**src/verilog/vend_pkg.sv**
```systemverilog
package vend_pkg;

    ////////////////////////////////////////////////////////////
    // basic types
    ////////////////////////////////////////////////////////////

    // 0 is no product, products are 1 to 4
    typedef logic [2:0] prod_id_t;
    typedef logic [3:0] stock_t;
    // amounts in hundreds of won
    typedef logic [6:0] money_t;

    localparam int n_prod = 4;

    ////////////////////////////////////////////////////////////
    // product tables, indexed by product id minus one
    ////////////////////////////////////////////////////////////

    localparam money_t prod_price [n_prod] = '{7'd10, 7'd12, 7'd15, 7'd18};
    localparam stock_t prod_init_stock [n_prod] = '{4'd9, 4'd1, 4'd0, 4'd4};

    // restock ceiling per product
    localparam stock_t stock_limit = 4'd9;

    // coin values
    localparam money_t coin_small = 7'd1;
    localparam money_t coin_mid = 7'd5;
    localparam money_t coin_large = 7'd10;

    // all four counts, entry 0 is product 1
    typedef stock_t [n_prod-1:0] stock_vec_t;

    typedef struct packed {
        logic   sold;
        money_t price;
    } sale_t;

endpackage

```
**src/verilog/panel_pkg.sv**
```systemverilog
package panel_pkg;

    // bit positions in the one-shot button word
    localparam int btn_coin_large = 0;
    localparam int btn_coin_mid = 1;
    localparam int btn_coin_small = 2;
    localparam int btn_return = 3;
    localparam int btn_down = 4;
    localparam int btn_add = 5;
    localparam int btn_select = 7;
    localparam int btn_buy = 9;
    localparam int btn_up = 10;
    localparam int btn_admin = 11;

    typedef logic [1:0] cursor_t;

    // one command per cycle, coin is zero when no coin
    typedef struct packed {
        vend_pkg::money_t   coin;
        logic               buy;
        logic               refund;
        logic               restock;
        vend_pkg::prod_id_t item;
    } panel_cmd_t;

    typedef struct packed {
        cursor_t            cursor;
        vend_pkg::prod_id_t selected;
        logic               admin;
    } panel_state_t;

endpackage

```
**src/verilog/panel_decoder.sv**
```systemverilog
module panel_decoder (
    input  logic                   clk,
    input  logic                   rst,
    input  logic [11:0]            button_sw_oneshot,
    input  vend_pkg::stock_vec_t   stock,
    output panel_pkg::panel_cmd_t  cmd,
    output panel_pkg::panel_state_t state
);

    localparam panel_pkg::cursor_t cursor_max = panel_pkg::cursor_t'(vend_pkg::n_prod - 1);

    logic [2:0]         coin_bits;
    vend_pkg::money_t   coin_value;
    vend_pkg::prod_id_t cursor_item;

    // coin buttons, small on top
    always_comb begin
        coin_bits = {button_sw_oneshot[panel_pkg::btn_coin_small],
                     button_sw_oneshot[panel_pkg::btn_coin_mid],
                     button_sw_oneshot[panel_pkg::btn_coin_large]};
        case (coin_bits)
            3'b100:  coin_value = vend_pkg::coin_small;
            3'b010:  coin_value = vend_pkg::coin_mid;
            3'b001:  coin_value = vend_pkg::coin_large;
            // two coins at once count as nothing
            default: coin_value = '0;
        endcase
        cursor_item = 3'(state.cursor) + 3'd1;
    end

    ////////////////////////////////////////////////////////////
    // button priority chain
    ////////////////////////////////////////////////////////////
    always_ff @(posedge clk) begin
        if (!rst) begin
            cmd <= '0;
            state <= '0;
        end else begin
            cmd <= '0;
            if (button_sw_oneshot[panel_pkg::btn_up] || button_sw_oneshot[panel_pkg::btn_down]) begin
                if (button_sw_oneshot[panel_pkg::btn_up]) begin
                    if (state.cursor != '0)
                        state.cursor <= state.cursor - 1'b1;
                end else if (state.cursor != cursor_max) begin
                    state.cursor <= state.cursor + 1'b1;
                end
            end else if (button_sw_oneshot[panel_pkg::btn_select]) begin
                // same product again deselects
                if (state.selected == cursor_item)
                    state.selected <= '0;
                else if (stock[state.cursor] != '0)
                    state.selected <= cursor_item;
            end else if (coin_bits != '0) begin
                cmd.coin <= coin_value;
            end else if (button_sw_oneshot[panel_pkg::btn_buy]) begin
                if (state.selected != '0) begin
                    cmd.buy <= 1'b1;
                    cmd.item <= state.selected;
                    state.selected <= '0;
                end
            end else if (button_sw_oneshot[panel_pkg::btn_return]) begin
                cmd.refund <= 1'b1;
            end else if (button_sw_oneshot[panel_pkg::btn_add]) begin
                if (state.admin)
                    cmd.restock <= 1'b1;
            end else if (button_sw_oneshot[panel_pkg::btn_admin]) begin
                state.admin <= ~state.admin;
            end
        end
    end

    a_one_cmd: assert property (@(posedge clk) disable iff (!rst)
        $onehot0({cmd.buy, cmd.refund, cmd.restock, cmd.coin != '0}));

endmodule

```
**src/verilog/stock_keeper.sv**
```systemverilog
module stock_keeper (
    input  logic                  clk,
    input  logic                  rst,
    input  panel_pkg::panel_cmd_t cmd,
    input  panel_pkg::cursor_t    cursor,
    input  vend_pkg::money_t      top,
    output vend_pkg::stock_vec_t  stock,
    output vend_pkg::stock_t      count_at_cursor,
    output vend_pkg::sale_t       sale,
    output logic                  short
);

    logic [1:0]       buy_idx;
    vend_pkg::money_t buy_price;
    logic             in_stock;
    logic             enough;

    // purchase decision, same cycle as the buy command
    always_comb begin
        buy_idx = 2'(cmd.item - 3'd1);
        buy_price = vend_pkg::prod_price[buy_idx];
        in_stock = stock[buy_idx] != '0;
        enough = top >= buy_price;
        sale.sold = cmd.buy && in_stock && enough;
        sale.price = buy_price;
    end

    assign count_at_cursor = stock[cursor];

    always_ff @(posedge clk) begin
        if (!rst) begin
            for (int i = 0; i < vend_pkg::n_prod; i++)
                stock[i] <= vend_pkg::prod_init_stock[i];
            short <= 1'b0;
        end else begin
            // not enough credit, even if sold out
            short <= cmd.buy && !enough;
            if (sale.sold)
                stock[buy_idx] <= stock[buy_idx] - 1'b1;
            else if (cmd.restock && stock[cursor] < vend_pkg::stock_limit)
                stock[cursor] <= stock[cursor] + 1'b1;
        end
    end

    for (genvar g = 0; g < vend_pkg::n_prod; g++) begin : g_limit
        a_stock_limit: assert property (@(posedge clk) disable iff (!rst)
            stock[g] <= vend_pkg::stock_limit);
    end

endmodule

```
**src/verilog/credit_stack.sv**
```systemverilog
module credit_stack #(
    parameter int history_depth = 9
) (
    input  logic             clk,
    input  logic             rst,
    input  vend_pkg::money_t coin,
    input  vend_pkg::sale_t  sale,
    input  logic             pop,
    input  logic             dec,
    output vend_pkg::money_t top,
    output logic             empty,
    output logic             flattened
);

    // entry 0 is the newest running total
    vend_pkg::money_t hist [history_depth];

    ////////////////////////////////////////////////////////////
    // history update, coin first
    ////////////////////////////////////////////////////////////
    always_ff @(posedge clk) begin
        if (!rst) begin
            for (int i = 0; i < history_depth; i++)
                hist[i] <= '0;
            flattened <= 1'b0;
        end else if (coin != '0) begin
            // oldest entry falls off the end
            for (int i = 1; i < history_depth; i++)
                hist[i] <= hist[i-1];
            hist[0] <= hist[0] + coin;
        end else if (sale.sold) begin
            // after a sale only the remaining credit is kept
            hist[0] <= hist[0] - sale.price;
            for (int i = 1; i < history_depth; i++)
                hist[i] <= '0;
            flattened <= 1'b1;
        end else if (pop) begin
            for (int i = 0; i < history_depth - 1; i++)
                hist[i] <= hist[i+1];
            hist[history_depth-1] <= '0;
        end else if (dec) begin
            hist[0] <= hist[0] - 1'b1;
            if (hist[0] == vend_pkg::money_t'(1))
                flattened <= 1'b0;
        end
    end

    assign top = hist[0];

    always_comb begin
        empty = 1'b1;
        for (int i = 0; i < history_depth; i++) begin
            if (hist[i] != '0)
                empty = 1'b0;
        end
    end

    // refund steps never collide with each other or a coin
    a_step_excl: assert property (@(posedge clk) disable iff (!rst)
        !(pop && dec) && !((pop || dec) && coin != '0));

endmodule

```
**src/verilog/refund_sequencer.sv**
```systemverilog
module refund_sequencer #(
    parameter int coin_hold_cycles = 2000000,
    parameter int refund_step_cycles = 1000000
) (
    input  logic             clk,
    input  logic             rst,
    input  vend_pkg::money_t coin,
    input  logic             refund,
    input  vend_pkg::money_t top,
    input  logic             empty,
    input  logic             flattened,
    output logic             pop,
    output logic             dec,
    output logic             busy,
    output vend_pkg::money_t display
);

    localparam int hold_w = $clog2(coin_hold_cycles + 1);
    localparam int step_w = $clog2(refund_step_cycles + 1);

    logic             holding;
    logic [hold_w-1:0] hold_cnt;
    vend_pkg::money_t hold_val;
    logic [step_w-1:0] step_cnt;
    logic             step_due;
    logic             done;
    logic             active;
    logic             step;

    ////////////////////////////////////////////////////////////
    // coin display hold
    ////////////////////////////////////////////////////////////
    always_ff @(posedge clk) begin
        if (!rst) begin
            holding <= 1'b0;
            hold_cnt <= '0;
        end else if (coin != '0) begin
            // a new coin restarts the hold
            holding <= 1'b1;
            hold_cnt <= '0;
        end else if (holding) begin
            if (hold_cnt == hold_w'(coin_hold_cycles - 1))
                holding <= 1'b0;
            else
                hold_cnt <= hold_cnt + 1'b1;
        end
    end

    always_ff @(posedge clk) begin
        if (coin != '0)
            hold_val <= coin;
    end

    assign display = holding ? hold_val : top;

    ////////////////////////////////////////////////////////////
    // refund steps, paused during a coin hold
    ////////////////////////////////////////////////////////////
    assign step_due = step_cnt == step_w'(refund_step_cycles - 1);
    assign done = flattened ? (top == '0) : empty;
    assign active = busy && !holding && coin == '0;
    assign step = active && step_due && !done;
    assign pop = step && !flattened;
    assign dec = step && flattened;

    always_ff @(posedge clk) begin
        if (!rst) begin
            busy <= 1'b0;
            step_cnt <= '0;
        end else if (refund) begin
            busy <= 1'b1;
            step_cnt <= '0;
        end else if (active) begin
            if (done)
                busy <= 1'b0;
            else if (step_due)
                step_cnt <= '0;
            else
                step_cnt <= step_cnt + 1'b1;
        end
    end

endmodule

```
**src/verilog/vending_top.sv**
```systemverilog
module vending_top #(
    parameter int history_depth = 9,
    parameter int coin_hold_cycles = 2000000,
    parameter int refund_step_cycles = 1000000
) (
    input  logic                clk,
    input  logic                rst,
    input  logic [11:0]         button_sw_oneshot,
    output vend_pkg::money_t    display_money,
    output vend_pkg::stock_t    prod_count_current,
    output panel_pkg::cursor_t  cursor,
    output vend_pkg::prod_id_t  selected_item,
    output logic                admin_mode,
    output logic                sold,
    output logic                short,
    output logic                refund_busy
);

    panel_pkg::panel_cmd_t   cmd;
    panel_pkg::panel_state_t state;
    vend_pkg::stock_vec_t    stock;
    vend_pkg::sale_t         sale;
    vend_pkg::money_t        top;
    logic                    empty;
    logic                    flattened;
    logic                    pop;
    logic                    dec;

    assign cursor = state.cursor;
    assign selected_item = state.selected;
    assign admin_mode = state.admin;
    assign sold = sale.sold;

    ////////////////////////////////////////////////////////////
    // panel and stock
    ////////////////////////////////////////////////////////////
    panel_decoder panel_decoder_i (
        .clk               (clk),
        .rst               (rst),
        .button_sw_oneshot (button_sw_oneshot),
        .stock             (stock),
        .cmd               (cmd),
        .state             (state)
    );

    stock_keeper stock_keeper_i (
        .clk             (clk),
        .rst             (rst),
        .cmd             (cmd),
        .cursor          (state.cursor),
        .top             (top),
        .stock           (stock),
        .count_at_cursor (prod_count_current),
        .sale            (sale),
        .short           (short)
    );

    ////////////////////////////////////////////////////////////
    // credit history and refund
    ////////////////////////////////////////////////////////////
    credit_stack #(
        .history_depth (history_depth)
    ) credit_stack_i (
        .clk       (clk),
        .rst       (rst),
        .coin      (cmd.coin),
        .sale      (sale),
        .pop       (pop),
        .dec       (dec),
        .top       (top),
        .empty     (empty),
        .flattened (flattened)
    );

    refund_sequencer #(
        .coin_hold_cycles   (coin_hold_cycles),
        .refund_step_cycles (refund_step_cycles)
    ) refund_sequencer_i (
        .clk       (clk),
        .rst       (rst),
        .coin      (cmd.coin),
        .refund    (cmd.refund),
        .top       (top),
        .empty     (empty),
        .flattened (flattened),
        .pop       (pop),
        .dec       (dec),
        .busy      (refund_busy),
        .display   (display_money)
    );

endmodule

```
**config.mk**
```make
export PLATFORM = sky130hd
export DESIGN_NAME = vending_top
export DESIGN_NICKNAME = d
export VERILOG_FILES = /design/src/verilog/vend_pkg.sv /design/src/verilog/panel_pkg.sv /design/src/verilog/panel_decoder.sv /design/src/verilog/stock_keeper.sv /design/src/verilog/credit_stack.sv /design/src/verilog/refund_sequencer.sv /design/src/verilog/vending_top.sv
export SDC_FILE = /design/constraint.sdc
export NUM_CORES = 1
export LEC_CHECK = 0
export BUFFER_PORTS_ARGS = -buffer_cell sky130_fd_sc_hd__buf_2
export CORE_ASPECT_RATIO = 1.25
export CORE_MARGIN = 5
export CORE_UTILIZATION = 40
export CTS_CLUSTER_DIAMETER = 50
export CTS_CLUSTER_SIZE = 25
export DETAILED_ROUTE_END_ITERATION = 10
export PLACE_DENSITY_LB_ADDON = 0.12
export SYNTH_ARGS = -nofsm -noshare
export SYNTH_HDL_FRONTEND = slang
export SYNTH_SLANG_ARGS = --single-unit
```
**constraint.sdc**
```tcl
create_clock -name clk -period 8.35 [get_ports clk]
set_input_delay 0.835 -clock clk [delete_from_list [all_inputs] [get_ports clk]]
set_output_delay 0.835 -clock clk [all_outputs]
set_load 0.005 [all_outputs]
```
==> results.sh, run 1 <==
export IMPL_outcome="finished, final reports clean"
export IMPL_start_util_pct=40.5
export IMPL_fmaxAchievable_mhz=231
export IMPL_yosys_top_cell_area_share_pct=26.1
export IMPL_synth_mux_area_share_pct=3.41
export IMPL_portBuffers=31
export IMPL_post_cts_setup_buffers=0
export IMPL_min_period_ns=4.33
export IMPL_total_leakage_power_nw=3.10
export IMPL_commonest_cells_after_routing_fill_and_taps_aside="dfxtp_1, edfxtp_1, nor2_1"
export IMPL_finish_utilization_pct=45.7
export IMPL_cts_hold_buf=0
export IMPL_syn_mean_instance_area_sq_um=10.1
export IMPL_insertedDiodeCount=0
export IMPL_cts_root_buffer_cell="clkbuf_16"
export IMPL_min_from="stock_keeper_i.stock[5]"
export IMPL_gp_routability_congestion=0.908
export IMPL_most_frequent_standard_cell_in_the_layout_excluding_fill_and_tap_cells="dfxtp_1"
export IMPL_max_slew_margin_rel_pct=21.2
export IMPL_global_route_peak_usage_layer="met2"
export IMPL_timing_max_cap_violations=0
export IMPL_timing_final_max_slew_violations=0
export IMPL_route_detailed_drc=0
export IMPL_die_w_microns=133
export IMPL_class_of_the_tightest_hold_or_removal_check="reg2reg"
export IMPL_route_final_wire_length_mm=19.6
export IMPL_startpoint_type="flop"
export IMPL_cts_tree="done"
export IMPL_num_nets_final=815
export IMPL_post_synth_instance_area_sq_mm=0.00759
export IMPL_post_route_ant_nets=0
export IMPL_antenna_found_initial=0
export IMPL_power_per_cell_area_mw_per_mm2=203
export IMPL_first_iter_violations=472
export IMPL_netlist_top_cell_by_area="edfxtp_1"
export IMPL_timing_critical_path_fanout_max=21
export IMPL_peakVddDrop_mv=0.150
export IMPL_design_core_area_sq_mm=0.0187
export IMPL_route_vias_total=5976
export IMPL_path_clk_slew_ns=0.06
export IMPL_worst_endpoint_required_ns=8.68
export IMPL_layout_area_overhead_vs_synth_pct=12.6
export IMPL_global_route_wire_length_before_repair_mm=31.7
export IMPL_setup_worst_path_class="reg2reg"
export IMPL_die_area_sq_mm=0.0218
export IMPL_drive_gt1_share_pct=12.3
export IMPL_row_count=56
export IMPL_synth_top_family_by_area="simple AND/OR/NAND/NOR gates"
export IMPL_worst_r2r_startpoint="panel_decoder_i.cmd[0]"
export IMPL_post_dp_hpwl_mm=13.6
export IMPL_finalSetupViolations=0
export IMPL_cts_inserted_buffers=17
export IMPL_synth_seq_cells=141
export IMPL_ctsResizeCount=0
export IMPL_clock_skew_ns=0.00770
export IMPL_gr_usage_met1_pct=22.5
export IMPL_worstSetupStartpoint="panel_decoder_i.cmd[0]"
export IMPL_final_hold_violation_count=0
export IMPL_clock_latency_on_the_worst_skew_pair_ns=0.43
export IMPL_sequential_area_share_after_synthesis_pct=45.9
export IMPL_routed_wire_length_per_instance_microns=19.2
export IMPL_largest_net_degree_at_the_start_of_global_routing=54
export IMPL_nFillCells=1735
export IMPL_placedInstanceArea_sq_mm=0.00795
export IMPL_grt_use_met2_pct=32.3
export IMPL_yosys_most_used_dff="dfxtp_1"
export IMPL_vias_in_the_first_global_route=6020
export IMPL_rsz0062_at_grt="false"
export IMPL_yosys_warnings=0
export IMPL_timing_final_crit_share_pct=51.8
export IMPL_postSynth_asyncResetShare_pct=0
export IMPL_use_met3_pct=3.00
export IMPL_reg2reg_setup_slack_ns=4.02
export IMPL_tightest_slew_ns=1.17
export IMPL_cts_htree_levels=4
export IMPL_yosysUniqueCellTypes=71
export IMPL_worst_setup_path_end_kind="flop"
export IMPL_clock_sink_total=141
export IMPL_cts_path_max_buffers=2
export IMPL_timing_setup_tns_ns=0
export IMPL_synth_xor_area_share_pct=6.23
export IMPL_drt_pass1_iterations=6
export IMPL_critPathArrivalTime_ns=4.65
export IMPL_simple_gate_share_of_the_synthesized_area_pct=18.1
export IMPL_synthTopCellsByArea="edfxtp_1, dfxtp_1, a22o_1, xnor2_1, ha_1"
export IMPL_grtUsageTotal_pct=18.2
export IMPL_power_w=0.00173
export IMPL_post_synth_fa_ha_maj_area_fraction_pct=4.82
export IMPL_area_fraction_in_compound_gates_after_synthesis_pct=17.6
export IMPL_synth_net_count=791
export IMPL_die_h_microns=164
export IMPL_globalRouteOverflowTotal=0
export IMPL_postSynthCellCount=749
export IMPL_number_of_enable_flip_flop_cells_after_synthesis=66
export IMPL_routed_via_density=5.87
export IMPL_final_instance_area_sq_mm=0.00854
export IMPL_io_pins=34
[final timing paths]
check / endpoint / cells after the start
worst max-delay path: stock_keeper_i.stock[6] / 12
worst min register to register: stock_keeper_i.stock[5] / 2
worst max register to register: stock_keeper_i.stock[6] / 12
worst min-delay path: stock_keeper_i.stock[5] / 2
[critical path, stage by stage (launching register included)]
cell and delay, ns:
dfxtp_1 0.57, inv_1 0.15, ha_1 0.46, mux4_2 0.43, inv_1 0.09, ha_1 0.15
inv_1 0.06, o31a_1 0.35, o31ai_4 0.14, inv_4 0.21, nor2_1 0.80, a21boi_0 0.42
a221oi_1 0.39
[area by class of cell]
type	count	area (sq um)	share of cell area, %
multi-input combinational	537	3810	44.7
sequential	141	3480	40.8
clock buffer	20	489	5.73
tap	232	290	3.40
timing repair buffer	39	215	2.52
inverter	37	141	1.66
clock inverter	12	106	1.25
[cells in the mapped netlist (all sizes together), types with 4 or more instances]
cell	count
mux4	7
nand4	8
nor2	56
dfxtp	75
o31ai	5
or2	6
nor4	26
xor2	7
inv	37
a211oi	8
nor2b	4
nand2	53
xnor2	47
or3	11
nor3	19
a22o	49
a21boi	6
buf	9
edfxtp	66
and2	12
nand2b	5
ha	26
a21oi	26
a21o	7
mux2i	9
clkbuf	25
nand3	24
o21ai	34
and3	18
[metrics by stage]
stage               setup WS (ns)  hold WS (ns)  std cells
detailed placement           4.11         0.456        986
global route                 3.78         0.489       1018
floorplan                    3.80         0.416        749
global placement             4.20         0.451        986
finish                       4.02         0.470       1018
CTS                          4.03         0.466       1018
[cell families after synthesis]
family          count (synthesis)
compound gates                178
simple gates                  260
mux                            17
flops                         141
xor+xnor                       54
buf+inv                        71
fa+ha+maj                      28
[layer usage]
metal	part of all wire, %	vias up
met3	4.7	25
met4	1.6	0
li1	-	2859
met2	50	165
met5	0	-
met1	43	2927
[power breakdown]
part / leakage (nW) / switching, W / total [W] / internal [W]
clock network: 0.293 / 0.000314 / 0.000768 / 0.000454
logic: 1.52 / 0.000108 / 0.000183 / 0.0000755
registers: 1.28 / 0.0000393 / 0.000783 / 0.000743
[flip-flops by register name, summed over array words and instances (netlist names)]
register	cells
refund_sequencer_i.busy	1
refund_sequencer_i.holding	1
credit_stack_i.flattened	1
refund_sequencer_i.hold_val	3
stock_keeper_i.stock	16
credit_stack_i.hist	63
stock_keeper_i.short	1
panel_decoder_i.cmd	8
refund_sequencer_i.step_cnt	20
panel_decoder_i.state	6
refund_sequencer_i.hold_cnt	21
Power figures use the tool's default switching activity.
==> run 2, diff against run 1 <==
==> constraint.sdc (replaced) <==
create_clock -name clk -period 4 [get_ports clk]
set_input_delay 0.4 -clock clk [delete_from_list [all_inputs] [get_ports clk]]
set_output_delay 0.4 -clock clk [all_outputs]
set_load 0.005 [all_outputs]
==> run 2 against run 1 <==
Against the previous run:
- critical endpoint is now credit_stack_i.hist[0][32]
- sequential share of layout area fell by 0.34 points
- sequential power rose by 110%
- clock-buffer cell count fell by 1
- maximum frequency increased by 23%
- flip-flop and latch count unchanged
==> results.sh, run 2 (same netlist as run 1, synthesis figures left out) <==
export IMPL_outcome="finished, final reports clean"
export IMPL_globalRouteOverflowTotal=0
export IMPL_layout_area_overhead_vs_synth_pct=13.5
export IMPL_drt_pass1_iterations=5
export IMPL_cts_hold_buf=0
export IMPL_tightest_slew_ns=0.796
export IMPL_area_sequential_sq_mm=0.00348
export IMPL_clock_latency_on_the_worst_skew_pair_ns=0.43
export IMPL_design_core_area_sq_mm=0.0187
export IMPL_fmaxAchievable_mhz=285
export IMPL_worst_path_buf_inv=5
export IMPL_row_count=56
export IMPL_largest_register_ff_count=63
export IMPL_peakVddDrop_mv=0.280
export IMPL_register_bank_with_the_most_flops="credit_stack_i.hist"
export IMPL_worst_r2r_end="credit_stack_i.hist[0][32]"
export IMPL_portBuffers=31
export IMPL_grtUsageTotal_pct=18.3
export IMPL_routed_wire_length_per_instance_microns=19.0
export IMPL_class_of_the_tightest_hold_or_removal_check="in2reg"
export IMPL_die_h_microns=164
export IMPL_post_dp_hpwl_mm=13.8
export IMPL_largest_net_degree_at_the_start_of_global_routing=50
export IMPL_total_leakage_power_nw=3.14
export IMPL_gp_routability_congestion=0.885
export IMPL_start_util_pct=40.5
export IMPL_routed_via_density=5.85
export IMPL_final_hold_violation_count=0
export IMPL_cts_root_buffer_cell="clkbuf_16"
export IMPL_io_pins=34
export IMPL_path_clk_slew_ns=0.07
export IMPL_route_vias_total=6016
export IMPL_min_period_ns=3.51
export IMPL_worst_r2r_startpoint="panel_decoder_i.cmd[1]"
export IMPL_cp_slowest_cell="ha_1"
export IMPL_rsz0062_at_grt="false"
export IMPL_timing_final_crit_share_pct=87.7
export IMPL_critPathArrivalTime_ns=3.80
export IMPL_cts_inserted_buffers=17
export IMPL_max_slew_margin_rel_pct=46.9
export IMPL_worst_setup_path_end_kind="flop"
export IMPL_post_cts_setup_buffers=0
export IMPL_startpoint_type="flop"
export IMPL_reg2reg_setup_slack_ns=0.49
export IMPL_die_w_microns=133
export IMPL_cts_tree="done"
export IMPL_hold_path_endpoint="panel_decoder_i.cmd[3]"
export IMPL_worstPathCellList="inv_1 > ha_1 > mux4_2 > inv_1 > ha_1 > inv_1 > o31a_1 > o31ai_4 > inv_4 > nor4_4 > and2_1 > buf_12 > a22o_1"
export IMPL_layout_top_registers="credit_stack_i.hist: 63 flops, refund_sequencer_i.hold_cnt: 21 flops, refund_sequencer_i.step_cnt: 20 flops"
export IMPL_route_detailed_drc=0
export IMPL_num_nets_final=826
export IMPL_vias_in_the_first_global_route=6101
export IMPL_post_route_ant_nets=0
export IMPL_final_instance_area_sq_mm=0.00861
export IMPL_die_area_sq_mm=0.0218
export IMPL_first_iter_violations=588
export IMPL_route_final_wire_length_mm=19.5
export IMPL_timing_max_cap_violations=0
export IMPL_reg2reg_path_depth=13
export IMPL_insertedDiodeCount=0
export IMPL_critical_path_top_delay_family="buffers and inverters"
export IMPL_cts_path_max_buffers=2
export IMPL_worstHoldPathCells=2
export IMPL_global_route_wire_length_before_repair_mm=32.1
export IMPL_worst_endpoint_required_ns=4.29
export IMPL_antenna_found_initial=0
export IMPL_timing_critical_path_fanout_max=49
export IMPL_timing_critical_path_mode_cell="inv_1"
export IMPL_placedInstanceArea_sq_mm=0.00804
export IMPL_cpPeakStageDelay_ns=0.44
export IMPL_min_from="button_sw_oneshot[3]"
export IMPL_most_frequent_standard_cell_in_the_layout_excluding_fill_and_tap_cells="dfxtp_1"
export IMPL_timing_setup_tns_ns=0
export IMPL_commonest_cells_after_routing_fill_and_taps_aside="dfxtp_1, edfxtp_1, nor2_1"
export IMPL_drive_gt1_share_pct=13.2
export IMPL_setup_worst_path_class="reg2reg"
export IMPL_finalSetupViolations=0
export IMPL_nFillCells=1762
export IMPL_clock_sink_total=141
export IMPL_timing_final_max_slew_violations=0
export IMPL_clock_skew_ns=0.0142
export IMPL_power_per_cell_area_mw_per_mm2=417
export IMPL_power_w=0.00359
export IMPL_finish_utilization_pct=46.0
export IMPL_multi_input_comb_area_sq_mm=0.00381
export IMPL_ctsResizeCount=0
export IMPL_cts_htree_levels=4
==> run 2: cell count changes in the layout (fill, tap and decap cells not counted), sizes merged <==
| cell | previous run | this run |
|---|---|---|
| clkinv | 6 | 5 |
| clkbuf | 20 | 19 |
| bufinv | 1 | 2 |
| buf | 39 | 50 |
| clkinvlp | 2 | 3 |
==> run 2: layout make-up <==
cell class	count	area share, %
Clock buffer	19	5.03
Timing Repair Buffer	50	3.60
Sequential cell	141	40.4
Multi-Input combinational cell	537	44.3
Inverter	37	1.64
Tap cell	232	3.37
Clock inverter	13	1.63
==> run 2: per-stage QoR <==
stage                     instances  setup slack, ns  hold WS, ns
after floorplan                 749            0.367        0.416
after global placement          997            0.575        0.440
after detailed placement        997            0.541        0.456
after CTS                      1029            0.533        0.151
after global routing           1029            0.320        0.170
final                          1029            0.493        0.163
==> run 2: metal layers <==
metal  track usage, %  vias up  routed length [microns]
met3             3.37       33                      813
met2             31.6      157                     9780
met5                0        -                        0
li1                 -     2876                        -
met4             6.92        0                      424
met1             22.8     2950                     8480
==> run 2: worst max-delay path by stage <==
stage	startpoint	end	slack, ns	cells past startpoint
2_1_floorplan	panel_decoder_i.cmd[0]	credit_stack_i.hist[0][14]	0.37	13
3_3_place_gp	panel_decoder_i.cmd[1]	credit_stack_i.hist[0][49]	0.58	13
3_5_place_dp	panel_decoder_i.cmd[1]	credit_stack_i.hist[0][46]	0.54	13
4_1_cts	panel_decoder_i.cmd[1]	credit_stack_i.hist[0][32]	0.53	13
5_1_grt	panel_decoder_i.cmd[0]	stock_keeper_i.stock[4]	0.32	11
6_report	panel_decoder_i.cmd[1]	credit_stack_i.hist[0][32]	0.49	13
==> run 2: report_power, final <==
part	total (W)	internal, W	switching, W
clock network	0.00156	0.000920	0.000639
registers	0.00162	0.00155	0.0000637
logic	0.000416	0.000167	0.000249
==> run 3, diff against run 2 <==
--- a/config.mk
+++ b/config.mk
@@ -12,7 +12,6 @@
 export CTS_CLUSTER_DIAMETER = 50
 export CTS_CLUSTER_SIZE = 25
 export DETAILED_ROUTE_END_ITERATION = 10
-export PLACE_DENSITY_LB_ADDON = 0.12
 export SYNTH_ARGS = -nofsm -noshare
 export SYNTH_HDL_FRONTEND = slang
 export SYNTH_SLANG_ARGS = --single-unit
==> run 3 against run 2 <==
Against the previous run:
- via count grew 1.6%
- maximum frequency up 2.9%
- die area unchanged
- flip-flop and latch count unchanged
==> results.sh, run 3 (same netlist as run 1, synthesis figures left out) <==
export IMPL_global_route_peak_usage_layer="met2"
export IMPL_total_switching_power_w=0.000928
export IMPL_timing_critical_path_fanout_max=16
export IMPL_io_pins=34
export IMPL_pwr_share_clk_pct=45.6
export IMPL_clock_latency_on_the_worst_skew_pair_ns=0.42
export IMPL_die_area_sq_mm=0.0218
export IMPL_reg2reg_setup_slack_ns=0.62
export IMPL_routed_via_density=5.93
export IMPL_drt_pass1_iterations=5
export IMPL_num_nets_final=829
export IMPL_cpPeakStageDelay_ns=0.43
export IMPL_route_vias_total=6115
export IMPL_worst_setup_path_end_kind="primary output"
export IMPL_die_w_microns=133
export IMPL_post_route_worst_setup_slack_ns=0.593
export IMPL_cp_endpoint="sold"
export IMPL_worstPathCellList="buf_4 > ha_1 > nor2_1 > ha_1 > a21o_1 > a211o_1 > o31ai_4 > inv_4 > buf_4 > buf_2"
export IMPL_die_h_microns=164
export IMPL_route_detailed_drc=0
export IMPL_cts_hold_buf=0
export IMPL_gr_usage_met1_pct=22.2
export IMPL_antenna_found_initial=0
export IMPL_grt_use_met2_pct=31.3
export IMPL_rsz0062_at_grt="false"
export IMPL_commonest_cells_after_routing_fill_and_taps_aside="dfxtp_1, edfxtp_1, nor2_1"
export IMPL_worstSetupPathDepth=10
export IMPL_worst_endpoint_required_ns=3.60
export IMPL_combinational_fraction_of_design_power_pct=11.2
export IMPL_timing_final_crit_share_pct=85.2
export IMPL_largest_register_ff_count=63
export IMPL_timing_max_cap_violations=0
export IMPL_power_internal_w=0.00282
export IMPL_layout_area_overhead_vs_synth_pct=14.5
export IMPL_setup_worst_path_class="reg2out"
export IMPL_clock_skew_ns=0.0111
export IMPL_grtUsageTotal_pct=18.2
export IMPL_critPathArrivalTime_ns=3.01
export IMPL_start_util_pct=40.5
export IMPL_power_w=0.00374
export IMPL_row_count=56
export IMPL_global_route_wire_length_before_repair_mm=31.9
export IMPL_pwr_share_seq_pct=43.2
export IMPL_final_hold_violation_count=0
export IMPL_ctsResizeCount=0
export IMPL_vias_in_the_first_global_route=6201
export IMPL_largest_net_degree_at_the_start_of_global_routing=50
export IMPL_post_route_ant_nets=0
export IMPL_first_iter_violations=496
export IMPL_worstHoldPathCells=2
export IMPL_fmaxAchievable_mhz=294
export IMPL_power_per_cell_area_mw_per_mm2=431
export IMPL_design_core_area_sq_mm=0.0187
export IMPL_cp_slowest_cell="o31ai_4"
export IMPL_register_bank_with_the_most_flops="credit_stack_i.hist"
export IMPL_max_slew_margin_rel_pct=33.5
export IMPL_portBuffers=31
export IMPL_use_met3_pct=3.92
export IMPL_cts_tree="done"
export IMPL_routed_wire_length_per_instance_microns=19.0
export IMPL_tightest_slew_ns=0.987
export IMPL_power_switching_fraction_pct=24.8
export IMPL_min_period_ns=3.41
export IMPL_cts_path_max_buffers=2
export IMPL_globalRouteOverflowTotal=0
export IMPL_worst_path_buf_inv=4
export IMPL_drive_gt1_share_pct=13.4
export IMPL_placement_setup_worst_slack_ns=0.670
export IMPL_outcome="finished, final reports clean"
export IMPL_finalSetupViolations=0
export IMPL_post_dp_hpwl_mm=13.9
export IMPL_total_leakage_power_nw=3.18
export IMPL_reg2reg_path_depth=12
export IMPL_cts_htree_levels=4
export IMPL_post_cts_setup_buffers=0
export IMPL_most_frequent_standard_cell_in_the_layout_excluding_fill_and_tap_cells="dfxtp_1"
export IMPL_startpoint_type="flop"
export IMPL_route_final_wire_length_mm=19.6
export IMPL_layout_top_registers="credit_stack_i.hist: 63 flops, refund_sequencer_i.hold_cnt: 21 flops, refund_sequencer_i.step_cnt: 20 flops"
export IMPL_cts_inserted_buffers=17
export IMPL_peakVddDrop_mv=0.297
export IMPL_gp_routability_congestion=0.932
export IMPL_worst_r2r_startpoint="panel_decoder_i.cmd[0]"
export IMPL_timing_final_max_slew_violations=0
export IMPL_clock_sink_total=141
export IMPL_class_of_the_tightest_hold_or_removal_check="in2reg"
export IMPL_critical_path_top_delay_family="compound AO/OA/AOI/OAI gates"
export IMPL_path_clk_slew_ns=0.06
export IMPL_worstSetupStartpoint="panel_decoder_i.cmd[0]"
export IMPL_worst_hold_margin_ns=0.173
export IMPL_timing_setup_tns_ns=0
export IMPL_cts_root_buffer_cell="clkbuf_16"
export IMPL_worst_r2r_end="credit_stack_i.hist[0][32]"
export IMPL_insertedDiodeCount=0
-- run 3: changes by cell type in the layout (fill, tap and decap cells not counted), sizes merged --
cell / change
buf: +3
bufinv: +3
inv: -3
clkinv: +2
clkinvlp: -2
clkbuf: -1
-- run 3: cell type report --
type / count / area (sq um)
fillers: 1703 / 10000
flip-flops and latches: 141 / 3480
multi-input cells: 537 / 3810
inverters: 37 / 141
clock buffers: 18 / 429
well taps: 232 / 290
repair buffers: 53 / 333
clock inverters: 13 / 198
-- run 3: worst min path at each step --
stage                                  startpoint                      end  slack (ns)
after CTS                    button_sw_oneshot[3]   panel_decoder_i.cmd[3]        0.15
after global routing         button_sw_oneshot[3]   panel_decoder_i.cmd[3]        0.16
after floorplan            panel_decoder_i.cmd[5]     stock_keeper_i.short        0.42
final                        button_sw_oneshot[3]   panel_decoder_i.cmd[3]        0.17
after global placement    stock_keeper_i.stock[5]  stock_keeper_i.stock[5]        0.45
after detailed placement  stock_keeper_i.stock[5]  stock_keeper_i.stock[5]        0.46
-- run 3: metal layers --
metal	part of all wire (%)	wire, microns	up-vias
met5	0	0	-
met4	3.6	695	0
li1	-	-	2889
met2	49	9590	177
met3	4.7	925	61
met1	43	8350	2988
-- run 3: metrics by stage --
| step | cell area [sq um] | utilization [%] | std cells |
|---|---|---|---|
| 3_3_place_gp | 8060 | 43.1 | 999 |
| 2_1_floorplan | 7590 | - | 749 |
| 4_1_cts | 8680 | 46.4 | 1030 |
| 3_5_place_dp | 8060 | 43.1 | 999 |
| 6_report | 8690 | 46.4 | 1031 |
| 5_1_grt | 8690 | 46.4 | 1031 |
-- run 3: worst register-to-register path, cell delays in order, from the launching register on --
cell and delay (ns):
dfxtp_1 0.32, buf_4 0.18, ha_1 0.29, nor2_1 0.07, ha_1 0.22, a21o_1 0.20, a211o_1 0.38, o31ai_4 0.43
inv_4 0.13, nor4_4 0.38, and2_1 0.22, buf_12 0.24, a22o_1 0.19
-- run 3: power by group through the flow --
stage / clock network, W / registers (W) / logic, W
after floorplan: 0 / 0.00162 / 0.000280
after global placement: 0 / 0.00165 / 0.000407
after detailed placement: 0 / 0.00165 / 0.000415
after CTS: 0.00173 / 0.00162 / 0.000418
after global routing: 0.00179 / 0.00162 / 0.000457
final: 0.00171 / 0.00162 / 0.000418
